File: config.mk
export PLATFORM = sky130hd
export DESIGN_NAME = read_mux
export DESIGN_NICKNAME = d
export VERILOG_FILES = /design/src/logic/mem_map_pkg.sv /design/src/logic/read_mux.sv
export SDC_FILE = /design/constraint.sdc
export NUM_CORES = 1
export LEC_CHECK = 0
export BUFFER_PORTS_ARGS = -buffer_cell sky130_fd_sc_hd__buf_4
export CAP_MARGIN = 20
export CORE_AREA = 2 2 39 41
export DETAILED_ROUTE_END_ITERATION = 6
export DIE_AREA = 0 0 41 43
export PLACE_DENSITY = 0.83
export REMOVE_ABC_BUFFERS = 1
export SLEW_MARGIN = 40
export SYNTH_ARGS = -nofsm -noshare
export SYNTH_HDL_FRONTEND = slang
export SYNTH_SLANG_ARGS = --single-unit
File: constraint.sdc
create_clock -name vclk -period 0.9
set_clock_uncertainty 0.1 [all_clocks]
set_input_delay 0.135 -clock vclk [all_inputs]
set_output_delay 0.135 -clock vclk [all_outputs]
set_load 0.01 [all_outputs]
File: src/logic/mem_map_pkg.sv
/*
 * Memory map, widths and shared types of the data-port RAM block.
 * Imported by every RTL module of the block and by the testbench.
 */
`default_nettype none

package mem_map_pkg;

    // ram geometry
    localparam int unsigned RAM_ADDR_WIDTH = 12;
    localparam int unsigned NUM_LANES      = 4;

    typedef logic [31:0]               addr_t;
    typedef logic [31:0]               data_t;
    typedef logic [NUM_LANES-1:0]      be_t;
    typedef logic [7:0]                byte_t;
    typedef logic [RAM_ADDR_WIDTH-3:0] widx_t;
    typedef logic [4:0]                irq_id_t;

    // ram is visible at zero and mirrored at SRAM_BASE
    localparam addr_t SRAM_BASE = 32'h1C00_0000;
    localparam addr_t SRAM_LEN  = addr_t'(1) << RAM_ADDR_WIDTH;

    // test-control window, write F00D for pass
    localparam addr_t CNTRL_BASE      = 32'h1A10_4000;
    localparam addr_t CNTRL_LEN       = 32'h0000_1000;
    localparam data_t TEST_PASS_VALUE = 32'h0000_F00D;

    // countdown timer registers
    localparam addr_t   TIMER_MASK_ADDR = 32'h1A10_B000;
    localparam addr_t   TIMER_CNT_ADDR  = 32'h1A10_B004;
    localparam irq_id_t TIMER_IRQ_ID    = 5'd3;

    // request payload from the core data port
    typedef struct packed {
        addr_t addr;
        logic  we;
        be_t   be;
        data_t wdata;
    } mem_req_t;

    // per byte-lane access
    typedef struct packed {
        logic  en;
        logic  we;
        widx_t widx;
        byte_t wbyte;
    } lane_req_t;

    // register writes into the timer
    typedef struct packed {
        logic  mask_we;
        logic  cnt_we;
        data_t wdata;
    } timer_wr_t;

    // source of the read data in the response cycle
    typedef enum logic [1:0] {
        RSEL_IDLE,
        RSEL_RAM,
        RSEL_UNMAP
    } rsel_e;

endpackage

`default_nettype wire

File: src/logic/read_mux.sv
/*
 * Builds the read word from the byte lanes and picks RAM data or zero
 * according to the registered read select of the decoder.
 */
`timescale 1ns/100ps
`default_nettype none

module read_mux
    import mem_map_pkg::*;
(
    input  rsel_e rsel_i,
    input  byte_t lane_rdata_i [NUM_LANES],
    output data_t rdata_o
);

    data_t ram_word;

    // lane 0 holds the lowest byte
    always_comb begin
        ram_word = '0;
        for (int k = 0; k < NUM_LANES; k++) begin
            ram_word[8*k +: 8] = lane_rdata_i[k];
        end
    end

    always_comb begin
        unique case (rsel_i)
            RSEL_RAM:   rdata_o = ram_word;
            RSEL_UNMAP: rdata_o = '0;
            default:    rdata_o = '0;
        endcase
    end

endmodule

`default_nettype wire

==> impl_metrics.csv, run 1 <==
group,metric,value,unit
placement,io_buffers,66,
final_layout,mostFrequentLayoutCell,"buf_4",
min_path,hold_depth,3,
detailed_routing,route.vias.total,514,
run,drv_cap,0,
die,io_pins,66,
clock_network,cts_setup_buffers,0,
final_layout,seqCellArea,0,µm²
synthesis,syn_inst,38,
global_route,grt_overflow_total,0,
critical_path,critPathMaxStageDelay,0.21,ns
critical_path,cp_max_fo,32,
detailed_routing,antenna_left,0,
sta,drv_slew,0,
sta,finalHoldViolCount,0,
die,die_w,41,µm
global_route,grt_pass1_wl,1.65,mm
global_route,grt_max_degree,33,
pwr,irDropWorstVdd,0.195,mV
critical_path,crit_chain,"buf_6 > and3b_2 > buf_4",
critical_path,crit_path_start,"rsel_i[0]",
final_layout,num_antenna_cells,0,
final_layout,final_area,852,µm²
placement,placed_cell_area,836,µm²
detailed_routing,wl_per_cell,11.4,µm
global_route,track_usage,12.4,%
pwr,p_total,0.320,mW
synthesis,synth_area,358,µm²
global_route,antenna_found_initial,0,
die,dieArea,1760,µm²
final_layout,final.clkbuf_count,0,
sta,tightest_slew,0.160,ns
critical_path,cp.required,0.66,ns
die,rows,14,
clock_network,ctsHoldBuffers,0,
sta,period_needed,0.864,ns
min_path,min_from,"lane_rdata_i[22]",
sta,max_freq,1160,MHz
final_layout,nets,134,
pwr,power_density,376,nW/µm²
final_layout,layout_common_cells,"64 x buf_4, 32 x and3b_2, 1 x buf_6, 1 x buf_12",
pwr,leakage,0.549,nW
final_layout,drive_gt1_share,100,%
min_path,whs_endpoint,"rdata_o[14]",
detailed_routing,viasPerCell,4.51,
run_status,status,"completed",
detailed_routing,first_iter_violations,1,
sta,setup_viol,0,
critical_path,endpoint_kind,"output port",
detailed_routing,routed_wl,1.30,mm
synthesis,ys_types,3,
detailed_routing,drc,0,
final_layout,area_growth,138,%
die,start_util,25.9,%
critical_path,crit_type,"in2out",
detailed_routing,firstDrtPassIters,3,
critical_path,setup.worst_path.start_class,"input port",
global_route,grt_pass1_vias,411,
die,die_y,43,µm
sta,slew_headroom,89.4,%
die,coreArea,1380,µm²
critical_path,arrival,0.63,ns
placement,gp_congestion,0.597,
synthesis,yosysWarningCount,0,
synthesis,synth.avg_cell_area,9.42,µm²
sta,setup_slack,0.0362,ns
sta,fin_crit_sh,96.0,%
placement,dp_slack,-0.0733,ns
min_path,hp-class,"in2out",
final_layout,seq_cells,0,
critical_path,cp_slowest_cell,"and3b_2",
sta,grt_setup_unrepaired,"no",
synthesis,synth.yosys.seq_area_share,0,%
critical path: cells and delay by family:
family        cells  cell delay [ns]
simple gates      1             0.21
buf+inv           2             0.29
cells by family (layout without fill, tap and decap cells):
family | Yosys count | in the layout | share of synthesized area [%]
buffers and inverters | 6 | 66 | 10.5
and+or+nand+nor | 32 | 32 | 89.5
what timing repair did:
action / in CTS / in global routing
endpoints found under the hold margin: 0 / 0
gates resized for setup: 3 / 1
endpoints found under the setup margin: 32 / 4
power breakdown:
part,switching (mW),internal (mW),leakage [nW]
sequential,0,0,0
combinational,0.104,0.217,0.549
clock,0,0,0
total,0.104,0.217,0.549
synth_stat cells:
library cell	number	area share, %
buf_4	3	6.3
and3b_2	32	90
buf_2	3	4.2
through the flow:
stage               utilization [%]  hold slack, ns  TNS, ns  cells
global route                   61.6           0.527        0    114
CTS                            61.2           0.515        0    114
floorplan                         -           0.354        0     32
finish                         61.6           0.513        0    114
detailed placement             60.4           0.515    -2.04    114
global placement               60.4           0.514    -1.35    114
final cells by class:
| class | instances | area, µm² |
|---|---|---|
| fill | 130 | 532 |
| timing repair buffer | 66 | 512 |
| multi-input combinational | 32 | 320 |
| tap | 16 | 20.0 |
metal layers:
metal | vias to the layer above | GRT usage, % | routed length [µm] | part of all wire [%]
met5 | - | 0 | 0 | 0
met4 | 0 | 0 | 0 | 0
met3 | 0 | 0.524 | 182 | 14
met2 | 33 | 25.0 | 693 | 53
met1 | 221 | 13.6 | 421 | 32
li1 | 260 | - | - | -
worst max-delay path by stage:
stage,to
2_1_floorplan,rdata_o[0]
3_3_place_gp,rdata_o[12]
3_5_place_dp,rdata_o[9]
4_1_cts,rdata_o[9]
5_1_grt,rdata_o[9]
6_report,rdata_o[9]
(Power assumes the default switching activity.)
==> run 2, diff against run 1 <==
--- a/config.mk
+++ b/config.mk
@@ -10,6 +10,7 @@
 export CORE_AREA = 2 2 39 41
 export DETAILED_ROUTE_END_ITERATION = 6
 export DIE_AREA = 0 0 41 43
+export GPL_TIMING_DRIVEN = 0
 export PLACE_DENSITY = 0.83
 export REMOVE_ABC_BUFFERS = 1
 export SLEW_MARGIN = 40
==> constraint.sdc (replaced) <==
create_clock -name vclk -period 0.8
set_clock_uncertainty 0.1 [all_clocks]
set_input_delay 0.12 -clock vclk [all_inputs]
set_output_delay 0.12 -clock vclk [all_outputs]
set_load 0.01 [all_outputs]
==> run 2 against run 1 <==
Net effect:
- clock-buffer cell count stayed put
- combinational power is 48% higher
- largest cell class unchanged
- power up 48%
- cell area rose by 27%
- the run now ends with setup timing left
- via count is 10% higher
==> impl_metrics.csv, run 2 (synthesis gave the netlist of run 1 again) <==
group,metric,value,unit
sta,period_needed,0.816,ns
die,die_w,41,µm
final_layout,area_growth,201,%
placement,gp_congestion,0.579,
detailed_routing,first_iter_violations,0,
global_route,grt_overflow_total,0,
pwr,leakage,0.627,nW
global_route,grt_pass1_wl,2.30,mm
global_route,grt_pass1_vias,528,
global_route,track_usage,17.8,%
sta,fin_setup_tns,-0.0255,ns
sta,max_freq,1230,MHz
pwr,power_density,439,nW/µm²
sta,grt_setup_unrepaired,"yes",
die,rows,14,
sta,fin_crit_sh,102,%
sta,slew_headroom,95.4,%
critical_path,setup.worst_path.start_class,"input port",
die,dieArea,1760,µm²
global_route,antenna_found_initial,0,
run,drv_cap,0,
detailed_routing,firstDrtPassIters,1,
detailed_routing,routed_wl,1.81,mm
placement,dp_cells,114,
pwr,p_sw_share,29.4,%
final_layout,num-fill-cells,97,
final_layout,seqCellArea,0,µm²
die,start_util,25.9,%
critical_path,crit_type,"in2out",
final_layout,num_antenna_cells,0,
pwr,clock_power_share,0,%
detailed_routing,viasPerCell,4.81,
final_layout,final.clkbuf_count,0,
sta,tightest_slew,0.0695,ns
sta,drv_slew,0,
die,io_pins,66,
final_layout,layout_common_cells,"34 x buf_4, 32 x and3b_2, 30 x buf_6",
run_status,violations,"setup timing",
critical_path,cp.required,0.58,ns
placement,io_buffers,66,
detailed_routing,antenna_left,0,
detailed_routing,route.vias.total,567,
clock_network,cts_setup_buffers,0,
pwr,p_total,0.474,mW
critical_path,endpoint_kind,"output port",
pwr,p_seq_share,0,%
sta,finalHoldViolCount,0,
die,coreArea,1380,µm²
final_layout,instances_no_fill,118,
min_path,hp-class,"in2out",
die,die_y,43,µm
final_layout,nets,138,
final_layout,mostFrequentLayoutCell,"buf_4",
pwr,p_int,0.335,mW
pwr,irDropWorstVdd,0.204,mV
detailed_routing,wl_per_cell,15.3,µm
clock_network,ctsHoldBuffers,0,
detailed_routing,drc,0,
critical_path,cp_max_fo,8,
pwr,power_frac_comb,100.0,%
sta,setup_viol,3,
global_route,grt_max_degree,17,
critical_path,arrival,0.60,ns
pwr,power_switching,0.139,mW
final_layout,seq_cells,0,
run_status,status,"complete, but fails checks",
final_layout,drive_gt1_share,100,%
sta,setup_slack,-0.0156,ns
final_layout,multi_input_area,320,µm²
run 2: cell types whose count changed in the layout (fill, tap and decap cells not counted):
cell,previous run,this run
buf_12,1,2
buf_16,0,2
buf_4,64,34
buf_6,1,30
clkbuf_16,0,2
run 2: path summary, 6_finish.rpt:
check | slack (ns) | from | cells after the start | endpoint
worst min-delay path | 0.48 | lane_rdata_i[22] | 3 | rdata_o[14]
worst max-delay path | -0.02 | rsel_i[1] | 3 | rdata_o[0]
run 2: final cells by class:
class                           instances  share of cell area [%]
Multi-Input combinational cell         32                    29.7
Tap cell                               16                    1.86
Timing Repair Buffer                   70                    68.4
run 2: critical path: stages:
cell       delay [ns]
clkbuf_16        0.13
and3b_2          0.24
buf_6            0.10
run 2: per-stage QoR:
step	util [%]	hold WS, ns	area, µm²	setup WS, ns
after floorplan	-	0.324	320	0.225
after global placement	60.4	0.484	836	-0.122
after detailed placement	60.4	0.485	836	-0.138
after CTS	68.6	0.481	950	0.000625
after global routing	77.9	0.490	1080	-0.0296
final	77.9	0.483	1080	-0.0156
run 2: power groups by stage:
stage,Clock (mW),Sequential [mW],Combinational (mW)
floorplan,0,0,0.111
global route,0,0,0.505
finish,0,0,0.474
detailed placement,0,0,0.356
CTS,0,0,0.416
global placement,0,0,0.347
run 2: what timing repair did:
item | in CTS | in global routing
gates resized for setup | 17 | 21
setup endpoints to repair | 32 | 25
pin swaps | 1 | 1
endpoints found under the hold margin | 0 | 0
cloned | 2 | 2
run 2: metal layers:
layer  vias to the layer above  share of wire (%)  track usage, %
met2                        34                 55            37.5
met1                       261                 33            17.4
met4                         0                  0               0
met5                         -                  0               0
met3                         0                 12            1.57
li1                        272                  -               -
