[config.mk]
export PLATFORM = sky130hd
export DESIGN_NAME = addr_decoder
export DESIGN_NICKNAME = d
export VERILOG_FILES = /design/src/logic/mem_map_pkg.sv /design/src/logic/addr_decoder.sv
export SDC_FILE = /design/constraint.sdc
export NUM_CORES = 1
export LEC_CHECK = 0
export BUFFER_PORTS_ARGS = -buffer_cell sky130_fd_sc_hd__buf_2
export CORE_AREA = 2 2 75 77
export CTS_CLUSTER_DIAMETER = 100
export DETAILED_ROUTE_END_ITERATION = 12
export DIE_AREA = 0 0 77 79
export GPL_TIMING_DRIVEN = 0
export PLACE_DENSITY_LB_ADDON = 0.3
export SLEW_MARGIN = 5
export SYNTH_ARGS = -nofsm -noshare
export SYNTH_HDL_FRONTEND = slang
export SYNTH_SLANG_ARGS = --single-unit
[constraint.sdc]
create_clock -name clk_i -period 1.6 [get_ports clk_i]
set_clock_uncertainty 0.2 [all_clocks]
set_input_delay 0.08 -clock clk_i [delete_from_list [all_inputs] [get_ports clk_i]]
set_output_delay 0.08 -clock clk_i [all_outputs]
set_load 0.01 [all_outputs]
[src/logic/mem_map_pkg.sv]
/*
 * Memory map, widths and shared types of the data-port RAM block.
 * Imported by every RTL module of the block and by the testbench.
 */
`default_nettype none

package mem_map_pkg;

    // ram geometry
    localparam int unsigned RAM_ADDR_WIDTH = 12;
    localparam int unsigned NUM_LANES      = 4;

    typedef logic [31:0]               addr_t;
    typedef logic [31:0]               data_t;
    typedef logic [NUM_LANES-1:0]      be_t;
    typedef logic [7:0]                byte_t;
    typedef logic [RAM_ADDR_WIDTH-3:0] widx_t;
    typedef logic [4:0]                irq_id_t;

    // ram is visible at zero and mirrored at SRAM_BASE
    localparam addr_t SRAM_BASE = 32'h1C00_0000;
    localparam addr_t SRAM_LEN  = addr_t'(1) << RAM_ADDR_WIDTH;

    // test-control window, write F00D for pass
    localparam addr_t CNTRL_BASE      = 32'h1A10_4000;
    localparam addr_t CNTRL_LEN       = 32'h0000_1000;
    localparam data_t TEST_PASS_VALUE = 32'h0000_F00D;

    // countdown timer registers
    localparam addr_t   TIMER_MASK_ADDR = 32'h1A10_B000;
    localparam addr_t   TIMER_CNT_ADDR  = 32'h1A10_B004;
    localparam irq_id_t TIMER_IRQ_ID    = 5'd3;

    // request payload from the core data port
    typedef struct packed {
        addr_t addr;
        logic  we;
        be_t   be;
        data_t wdata;
    } mem_req_t;

    // per byte-lane access
    typedef struct packed {
        logic  en;
        logic  we;
        widx_t widx;
        byte_t wbyte;
    } lane_req_t;

    // register writes into the timer
    typedef struct packed {
        logic  mask_we;
        logic  cnt_we;
        data_t wdata;
    } timer_wr_t;

    // source of the read data in the response cycle
    typedef enum logic [1:0] {
        RSEL_IDLE,
        RSEL_RAM,
        RSEL_UNMAP
    } rsel_e;

endpackage

`default_nettype wire

[src/logic/addr_decoder.sv]
/*
 * Decodes granted data-port requests into byte-lane, timer and
 * test-control actions. Every request is granted at once and answered
 * with a read-valid pulse one cycle later.
 */
`timescale 1ns/100ps
`default_nettype none

module addr_decoder
    import mem_map_pkg::*;
(
    input  logic      clk_i,
    input  logic      rst_ni,
    input  logic      req_i,
    input  mem_req_t  pkt_i,
    output logic      gnt_o,
    output logic      rvalid_o,
    output rsel_e     rsel_o,
    output lane_req_t lane_req_o [NUM_LANES],
    output timer_wr_t timer_wr_o,
    output logic      tests_passed_o,
    output logic      tests_failed_o
);

    logic  ram_hit;
    logic  cntrl_hit;
    logic  cntrl_wr;
    rsel_e rsel_d;

    // no back-pressure, the grant follows the request
    assign gnt_o = req_i;

    // either alias of the ram
    assign ram_hit = (pkt_i.addr < SRAM_LEN) ||
                     (pkt_i.addr >= SRAM_BASE && pkt_i.addr < SRAM_BASE + SRAM_LEN);

    assign cntrl_hit = pkt_i.addr >= CNTRL_BASE && pkt_i.addr < CNTRL_BASE + CNTRL_LEN;
    assign cntrl_wr  = req_i && pkt_i.we && cntrl_hit;

    always_comb begin
        for (int k = 0; k < NUM_LANES; k++) begin
            lane_req_o[k].en    = req_i && ram_hit;
            lane_req_o[k].we    = req_i && ram_hit && pkt_i.we && pkt_i.be[k];
            // clip upper bits and the byte offset
            lane_req_o[k].widx  = pkt_i.addr[RAM_ADDR_WIDTH-1:2];
            lane_req_o[k].wbyte = pkt_i.wdata[8*k +: 8];
        end
    end

    assign timer_wr_o.mask_we = req_i && pkt_i.we && (pkt_i.addr == TIMER_MASK_ADDR);
    assign timer_wr_o.cnt_we  = req_i && pkt_i.we && (pkt_i.addr == TIMER_CNT_ADDR);
    assign timer_wr_o.wdata   = pkt_i.wdata;

    // writes carry no read data
    always_comb begin
        rsel_d = RSEL_IDLE;
        if (req_i && !pkt_i.we) begin
            rsel_d = ram_hit ? RSEL_RAM : RSEL_UNMAP;
        end
    end

    always_ff @(posedge clk_i, negedge rst_ni) begin
        if (!rst_ni) begin
            rvalid_o       <= 1'b0;
            rsel_o         <= RSEL_IDLE;
            tests_passed_o <= 1'b0;
            tests_failed_o <= 1'b0;
        end else begin
            rvalid_o       <= req_i;
            rsel_o         <= rsel_d;
            tests_passed_o <= cntrl_wr && (pkt_i.wdata == TEST_PASS_VALUE);
            tests_failed_o <= cntrl_wr && (pkt_i.wdata != TEST_PASS_VALUE);
        end
    end

endmodule

`default_nettype wire

==> results of run 1 <==
[metrics by stage]
step / total power [mW] / area [µm²] / cells / hold slack (ps) / utilization, %
floorplan: 0.422 / 1230 / 157 / -416 / -
global placement: 0.681 / 2280 / 420 / -306 / 42.7
detailed placement: 0.685 / 2280 / 420 / -308 / 42.7
CTS: 0.933 / 2410 / 432 / 13.1 / 45.1
global route: 0.986 / 2510 / 433 / 48.1 / 47.1
finish: 0.931 / 2510 / 433 / 15.5 / 47.1
[metal layers]
layer	up-vias	part of all wire (%)	wire length [µm]
li1	829	-	-
met1	697	39	1700
met2	79	54	2390
met3	4	6.5	284
met4	0	0.48	21
met5	-	0	0
[placed cells by master, fill, tap and decap left out, types with 2 or more instances in the layout]
| master | synthesis | layout |
|---|---|---|
| nand4_1 | 4 | 4 |
| buf_4 | 108 | 110 |
| nor4bb_1 | 2 | 2 |
| and4b_1 | 2 | 2 |
| nor4b_1 | 3 | 3 |
| and3_1 | 7 | 3 |
| buf_2 | 0 | 182 |
| buf_6 | 0 | 11 |
| clkbuf_8 | 0 | 3 |
| nor2_1 | 2 | 2 |
| nor4_1 | 7 | 5 |
| dfrtp_1 | 5 | 5 |
| inv_1 | 2 | 2 |
| nor3_1 | 7 | 7 |
| and3_4 | 0 | 4 |
| dlygate4sd3_1 | 0 | 5 |
[worst max-delay path: cells and delay by family]
| kind | cells | cell delay (ps) |
|---|---|---|
| buffers and inverters | 3 | 300 |
| AOI/OAI and AO/OA | 1 | 240 |
| and+or+nand+nor | 3 | 650 |
[sequential cells by signal, indices dropped and copies added, names as in the netlist]
signal	cells
tests_passed_o	1
tests_failed_o	1
rsel_o	2
rvalid_o	1
[how the worst max path moves through the flow]
| stage | start | end | cells after the start |
|---|---|---|---|
| after floorplan | pkt_i[66] | lane_req_o[39] | 5 |
| after global placement | pkt_i[59] | lane_req_o[79] | 7 |
| after detailed placement | pkt_i[59] | lane_req_o[59] | 7 |
| after CTS | pkt_i[61] | lane_req_o[58] | 7 |
| after global routing | pkt_i[66] | lane_req_o[38] | 7 |
| final | pkt_i[66] | lane_req_o[18] | 7 |
[logic make-up (layout without fill, tap and decap cells)]
logic type,Yosys count,count (layout)
flops,5,5
buf+inv,110,314
compound gates,2,2
simple gates,40,40
[power by group]
group	switching, mW	internal (mW)	total [mW]
registers	0.000433	0.130	0.130
logic	0.233	0.336	0.570
clock network	0.0600	0.171	0.231
total	0.294	0.637	0.931
[area by class of cell]
cell class,instances,area (µm²),share of cell area [%]
Timing Repair Buffer,200,1100,43.6
Buffer,108,815,32.4
Multi-Input combinational cell,42,334,13.3
Sequential cell,5,125,4.98
Tap cell,72,90.1,3.59
Clock buffer,4,45.0,1.79
Inverter,2,7.51,0.299
[repair_timing]
action / CTS / global route
buffers inserted: 3 / 1
endpoints found under the hold margin: 8 / 0
gates resized for setup: 3 / 17
pin swaps: 1 / 7
hold buffers: 5 / 0
setup endpoints to repair: 4 / 8
[synthesized netlist by cell type (2+ instances only)]
cell type / n
and4b_1: 2
and3_1: 7
nor4b_1: 3
and2_1: 2
nor4bb_1: 2
inv_1: 2
nor2_1: 2
nor4_1: 7
nor3_1: 7
nand4_1: 4
buf_4: 108
dfrtp_1: 5
==> metrics, run 1 <==
Final Critical Period=1560 ps; setup TNS=0 ps; part of the cycle the worst path needs=97.8%; Max Cap Viol=0; CTS root buf=clkbuf_8; GRT Resource Usage Total=11.8%; Slew Limit Headroom=77.4%; kind of end point of the critical path=primary output; largest family of logic cells by synthesized area=buffers and inverters; XOR/XNOR Fraction of Synth Area=0%; Top Ports=192; predominant post-synthesis flop cell=dfrtp_1; Hold Path Class=in2reg; CP cell instances=buf_6, nor4_4, and3_4, o2111a_2, buf_6, and3_4, buf_6; Hold Vio Cnt, Final=0; Final nets=434; CP startpoint kind=primary input; hold path startpoint=pkt_i[30]; cell depth of the worst hold path=4; ANT cells=0; via count=1,609; Leak Pwr=1.54 nW; hpwl dp=3780 µm; Ys Warns=0; Max Fclk=639 MHz; largest net degree at the start of global routing=7; synthesized area per cell=7.86 µm²; unrepaired setup endpoints after global routing=yes; hold worst-path end=tests_passed_o; Starting Density=23.1%; Die W=77 µm; met1 Resource Use GR=13.4%; antenna violations before repair=0; Routed Antenna Nets=0; GPL Wtd Cong=0.682; wire per inst=10.1 µm; H-Tree Depth=1; fin. max-slew vios=0; DP Worst Slack=-139 ps; most frequent CP cell=buf_6; Fillers=557; chip height=79 µm; area grow syn2layout=104%; Total Routed Length=4390 µm; CTS tree=done; largest stage delay on the critical path=250 ps; area share of fa/ha/maj cells after synthesis=0%; Critical Path Fanout Max=4; drt initial violations=16; Synth Net Count=229; vias in the first global route=1,359; M3 GR Usage=1.25%; cell row count=27; vias per cell=3.72; final worst slack=35.4 ps; Netlist cell types=18; ys async rst share=100%; Crit Path Class=in2out; CP Data Required Time=1320 ps; Simple-Gate Fraction of Synth Area=21.9%; Worst Path Arrival=1280 ps; clock transition at the registers of the reported paths=30 ps; status=completed; synthesized flop and latch total=5; Post-synth EDFFs=0; CTS sink cnt=5; first-pass GRT wire length=6040 µm; Pre-antenna DRT Iters=3; multiplexer share of the synthesized area=0%; Syn Inst Count=157; Die ar.=0.00608 mm²; VDD IR-drop max=0.268 mV; M2 GR Usage=23.9%; sequential fraction of the synthesis area=10.1%; post-synth top area share=65.7%; total CTS buffers=3; layer carrying the most global-route usage=met2; CTS Buffer Depth=2; post-synthesis instance area=0.00123 mm²; remaining global-route overflow=0; cells taking the most area after synthesis=buf_4, dfrtp_1, and3_1; DRC=0; Synth Area in Compound Gates=1.62%; Buffers on Ports=191; worst-margin pin slew=336 ps; Slowest-stage cell, CP=nor4_4; area leader, netlist=buf_4; share of layout cells above drive strength 1=87.3%; area of the core=0.00534 mm²; # setup viols final=0; Pwr Density=370 mW/mm²
Power figures use the tool's default switching activity.
==> inputs of run 2 (changes only) <==
Settings changed: BUFFER_PORTS_ARGS -buffer_cell sky130_fd_sc_hd__buf_2 to -buffer_cell sky130_fd_sc_hd__buf_4, CORE_AREA 2 2 75 77 to 2 2 73 75, DIE_AREA 0 0 77 79 to 0 0 75 77.
Clock period 1.6 ns to 2 ns, I/O delays scaled along.
==> run 2 against run 1 <==
  * Critical path depth is the same
  * Largest cell class unchanged
  * Final cell count shrank 1.8%
  * Hold slack is essentially flat
  * Critical path type unchanged
==> metrics, run 2 (synthesis results as in run 1) <==
Slowest-stage cell, CP=dlygate4sd3_1; Finished Layout Cells=425; most frequent cells in the layout=buf_4, and3_1, nor3_1, nor4_1, dfrtp_1; worst-margin pin slew=290 ps; Biggest register=rsel_o; Top Ports=192; clock transition at the registers of the reported paths=30 ps; Die W=75 µm; Pwr Density=297 mW/mm²; Final nets=428; Critical Path Fanout Max=6; placed cell count=418; H-Tree Depth=1; GRT Resource Usage Total=15.2%; CP Data Required Time=1700 ps; Routed Antenna Nets=0; Max Fclk=543 MHz; hpwl dp=4410 µm; kind of end point of the critical path=primary output; most common cell after layout, fill and taps aside=buf_4; remaining global-route overflow=0; Crit Path Class=in2out; GPL Wtd Cong=0.740; max FFs per register=2; clock share of power=22.0%; overall power=0.841 mW; Total Routed Length=4830 µm; largest net degree at the start of global routing=8; Worst Path Arrival=1540 ps; sequential power share=12.4%; Buffers on Ports=191; VDD IR-drop max=0.201 mV; drt initial violations=17; share of layout cells above drive strength 1=85.6%; Final Critical Period=1840 ps; CP startpoint kind=primary input; power share of the combinational group=65.6%; Hold Path Class=in2reg; Post-CTS Setup Repair Bufs=0; CTS tree=done; most frequent CP cell=buf_4; NetSw=0.240 mW; # setup viols final=0; unrepaired setup endpoints after global routing=no; ANT cells=0; cell family contributing the most delay on the critical path=buffers and inverters; WHS=15.2 ps; Slew Limit Headroom=80.5%; CTS root buf=clkbuf_8; area grow syn2layout=129%; chip height=77 µm; first-pass GRT wire length=7020 µm; Power Internal=0.601 mW; fin. max-slew vios=0; Net Sw Frac=28.6%; status=completed; total CTS buffers=3; setup TNS=0 ps; Hold Vio Cnt, Final=0; part of the cycle the worst path needs=92.1%; CTS Buffer Depth=2; vias per cell=3.80; Fillers=485; Critical path buffers and inverters=3; via count=1,617; Max Cap Viol=0; area of the core=0.00498 mm²; wire per inst=11.4 µm; cell row count=26; DRC=0; Die ar.=0.00578 mm²; Leak Pwr=1.66 nW; antenna violations before repair=0; Starting Density=24.8%; largest stage delay on the critical path=530 ps; CP cell instances=dlygate4sd3_1, buf_4, and2_1, and3_1, nand2_1, nor3_1, buf_4; CTS sink cnt=5; Pre-antenna DRT Iters=4; vias in the first global route=1,576
==> run 2: cell types whose count changed in the layout (fill, tap and decap cells not counted), moves of 4 or more <==
| cell | before | now |
|---|---|---|
| and3_4 | 4 | 0 |
| buf_6 | 11 | 0 |
| buf_2 | 182 | 0 |
| and3_1 | 3 | 7 |
| buf_4 | 110 | 299 |
==> run 2: path summary, 6_finish.rpt <==
path,from,endpoint,cells past startpoint
worst max-delay path,req_i,timer_wr_o[33],7
worst min-delay path,pkt_i[25],tests_passed_o,4
max in group asynchronous,rst_ni,rvalid_o,2
min in group asynchronous,rst_ni,tests_passed_o,2
==> run 2: metrics by stage <==
| step | worst slack [ps] | area [µm²] | utilization, % |
|---|---|---|---|
| floorplan | 557 | 1230 | - |
| global placement | 233 | 2760 | 55.4 |
| detailed placement | 231 | 2760 | 55.4 |
| CTS | 142 | 2830 | 56.9 |
| global route | 21.8 | 2830 | 56.9 |
| finish | 157 | 2830 | 56.9 |
==> run 2: area by class of cell <==
cell class / instances / area [µm²] / area share (%)
repair buffers: 194 / 1460 / 51.7
plain buffers: 108 / 811 / 28.6
multi-input cells: 42 / 290 / 10.3
flip-flops and latches: 5 / 125 / 4.42
well taps: 70 / 87.6 / 3.09
clock buffers: 4 / 45.0 / 1.59
inverters: 2 / 7.51 / 0.265
==> run 2: power groups by stage <==
| stage | clock network, mW | registers (mW) | logic, mW |
|---|---|---|---|
| floorplan | 0 | 0.107 | 0.231 |
| global placement | 0 | 0.105 | 0.545 |
| detailed placement | 0 | 0.106 | 0.552 |
| CTS | 0.191 | 0.104 | 0.559 |
| global route | 0.198 | 0.105 | 0.590 |
| finish | 0.185 | 0.104 | 0.551 |
==> run 2: repair_timing <==
| action | CTS | global route |
|---|---|---|
| gates resized for setup | 0 | 0 |
| endpoints found under the hold margin | 8 | 0 |
| hold buffers | 3 | 0 |
==> run 2: tightest hold or removal path, stage by stage <==
cell and delay [ps]:
buf_4 90, nor4_1 40, nand4_1 90, nor3_1 60
==> run 2: metal layers <==
layer | routed length [µm] | part of all wire [%] | up-vias | track usage, %
li1 | - | - | 817 | -
met1 | 1620 | 33 | 696 | 15.3
met4 | 42 | 0.87 | 0 | 3.21
met3 | 495 | 10 | 6 | 4.34
met5 | 0 | 0 | - | 0
met2 | 2680 | 55 | 98 | 29.6
==> inputs of run 3 (changes only) <==
Settings changed: CAP_MARGIN set to 10, PLACE_DENSITY set to 0.71, PLACE_DENSITY_LB_ADDON 0.3 to unset, TNS_END_PERCENT set to 10.
==> run 3 against run 2 <==
  * Global-route usage rose by 0.056 points
  * Non-clock buffer count did not move
  * Final cell count did not move
  * Fmax fell by 2.5%
  * Die area did not move
  * Worst setup slack got worse by 47 ps
  * Sequential power barely moved
  * Sequential share of layout area barely moved
  * Clock-buffer cell count did not move
  * First-iteration DRC count rose by 88%
  * Cell area rose by 0.18%
  * Largest cell class unchanged
  * Largest power group unchanged
==> metrics, run 3 (synthesis results as in run 1) <==
status=completed; Top Ports=192; Pre-antenna DRT Iters=3; Fillers=489; Pwr Density=299 mW/mm²; via count=1,622; worst setup path start=req_i; NetSw=0.246 mW; Slew Limit Headroom=79.1%; Final Critical Period=1890 ps; Max Cap Viol=0; CTS Buffer Depth=2; vias per cell=3.82; power share of the combinational group=65.4%; vias in the first global route=1,535; CP endpoint=timer_wr_o[33]; CP cell instances=dlygate4sd3_1, buf_4, and2_1, and3_1, nand2_1, nor3_1, buf_4; ANT cells=0; Slowest-stage cell, CP=dlygate4sd3_1; CP Data Required Time=1700 ps; cell family contributing the most delay on the critical path=buffers and inverters; DRC=0; VDD IR-drop max=0.207 mV; Max Fclk=529 MHz; Worst path depth=7; most frequent CP cell=buf_4; Buffers on Ports=191; sequential power share=12.3%; largest net degree at the start of global routing=8; # setup viols final=0; most common cell after layout, fill and taps aside=buf_4; overall power=0.847 mW; setup TNS=0 ps; Starting Density=24.8%; fin. max-slew vios=0; Critical path buffers and inverters=3; Post-CTS Setup Repair Bufs=0; kind of end point of the critical path=primary output; Net Sw Frac=29.0%; largest stage delay on the critical path=540 ps; clock transition at the registers of the reported paths=30 ps; CTS tree=done; Power Internal=0.601 mW; drt initial violations=32; antenna violations before repair=0; area of the core=0.00498 mm²; clock share of power=22.3%; total CTS buffers=3; share of layout cells above drive strength 1=85.9%; CTS sink cnt=5; worst-margin pin slew=309 ps; area grow syn2layout=130%; remaining global-route overflow=0; Hold Vio Cnt, Final=0; cell row count=26; GRT Resource Usage Total=15.3%; first-pass GRT wire length=6980 µm; Biggest register=rsel_o; Worst Path Arrival=1590 ps; unrepaired setup endpoints after global routing=no; Critical Path Fanout Max=6; GPL Wtd Cong=0.737; max FFs per register=2; Final nets=428; wire per inst=11.5 µm; part of the cycle the worst path needs=94.5%; H-Tree Depth=1; Die W=75 µm; CP startpoint kind=primary input; Hold Path Class=in2reg; Leak Pwr=1.66 nW; Total Routed Length=4880 µm; Routed Antenna Nets=0; Crit Path Class=in2out; CTS root buf=clkbuf_8; most frequent cells in the layout=buf_4, and3_1, nor4_1; chip height=77 µm; hpwl dp=4420 µm; Die ar.=0.00578 mm²; cell depth of the worst hold path=4
run 3: cell counts in the layout (fill, tap and decap cells not counted):
No cell type changed its count.
run 3: power groups by stage:
stage	Clock, mW	Sequential (mW)	Combinational (mW)
finish	0.189	0.104	0.554
global placement	0	0.106	0.547
CTS	0.191	0.104	0.560
global route	0.204	0.104	0.591
detailed placement	0	0.105	0.554
floorplan	0	0.107	0.231
run 3: metrics by stage:
step                instance area, µm²  utilization, %  std cells  setup slack (ps)  hold WS, ps
global placement                  2760            55.4        418               272         -299
CTS                               2830            56.9        425               139         20.4
finish                            2840            57.0        425               110         17.8
global route                      2840            57.0        425              4.43         35.5
floorplan                         1230               -        157               557         -396
detailed placement                2760            55.4        418               238         -297
run 3: area by class of cell:
type / count / area, µm² / area share [%]
Sequential cell: 5 / 125 / 4.41
Inverter: 2 / 7.51 / 0.265
Clock buffer: 4 / 45.0 / 1.59
Buffer: 108 / 811 / 28.6
Tap cell: 70 / 87.6 / 3.09
Multi-Input combinational cell: 42 / 295 / 10.4
Timing Repair Buffer: 194 / 1460 / 51.6
run 3: metal layers:
| layer | global-route usage (%) | vias up | share of wire (%) |
|---|---|---|---|
| li1 | - | 820 | - |
| met1 | 15.1 | 714 | 32 |
| met2 | 30.2 | 84 | 58 |
| met3 | 4.60 | 4 | 9.2 |
| met4 | 2.68 | 0 | 0.80 |
| met5 | 0 | - | 0 |
run 3: how the worst min path moves through the flow:
stage | startpoint | endpoint | slack (ps)
final | pkt_i[30] | tests_passed_o | 20
after global routing | rst_ni | tests_failed_o | 40
after floorplan | rst_ni | rsel_o[0] | -400
after CTS | rst_ni | rsel_o[0] | 20
after detailed placement | rst_ni | rsel_o[0] | -300
after global placement | rst_ni | rsel_o[0] | -300
run 3: worst min-delay path, delay by kind of cell:
family	cells	cell delay, ps
AND/OR/NAND/NOR	3	200
buffers and inverters	1	90
run 3: repair_timing:
item                                   in CTS  in global routing
endpoints found under the hold margin       8                  0
setup endpoints to repair                   0                  1
hold buffers                                3                  0
resized for setup                           0                  1
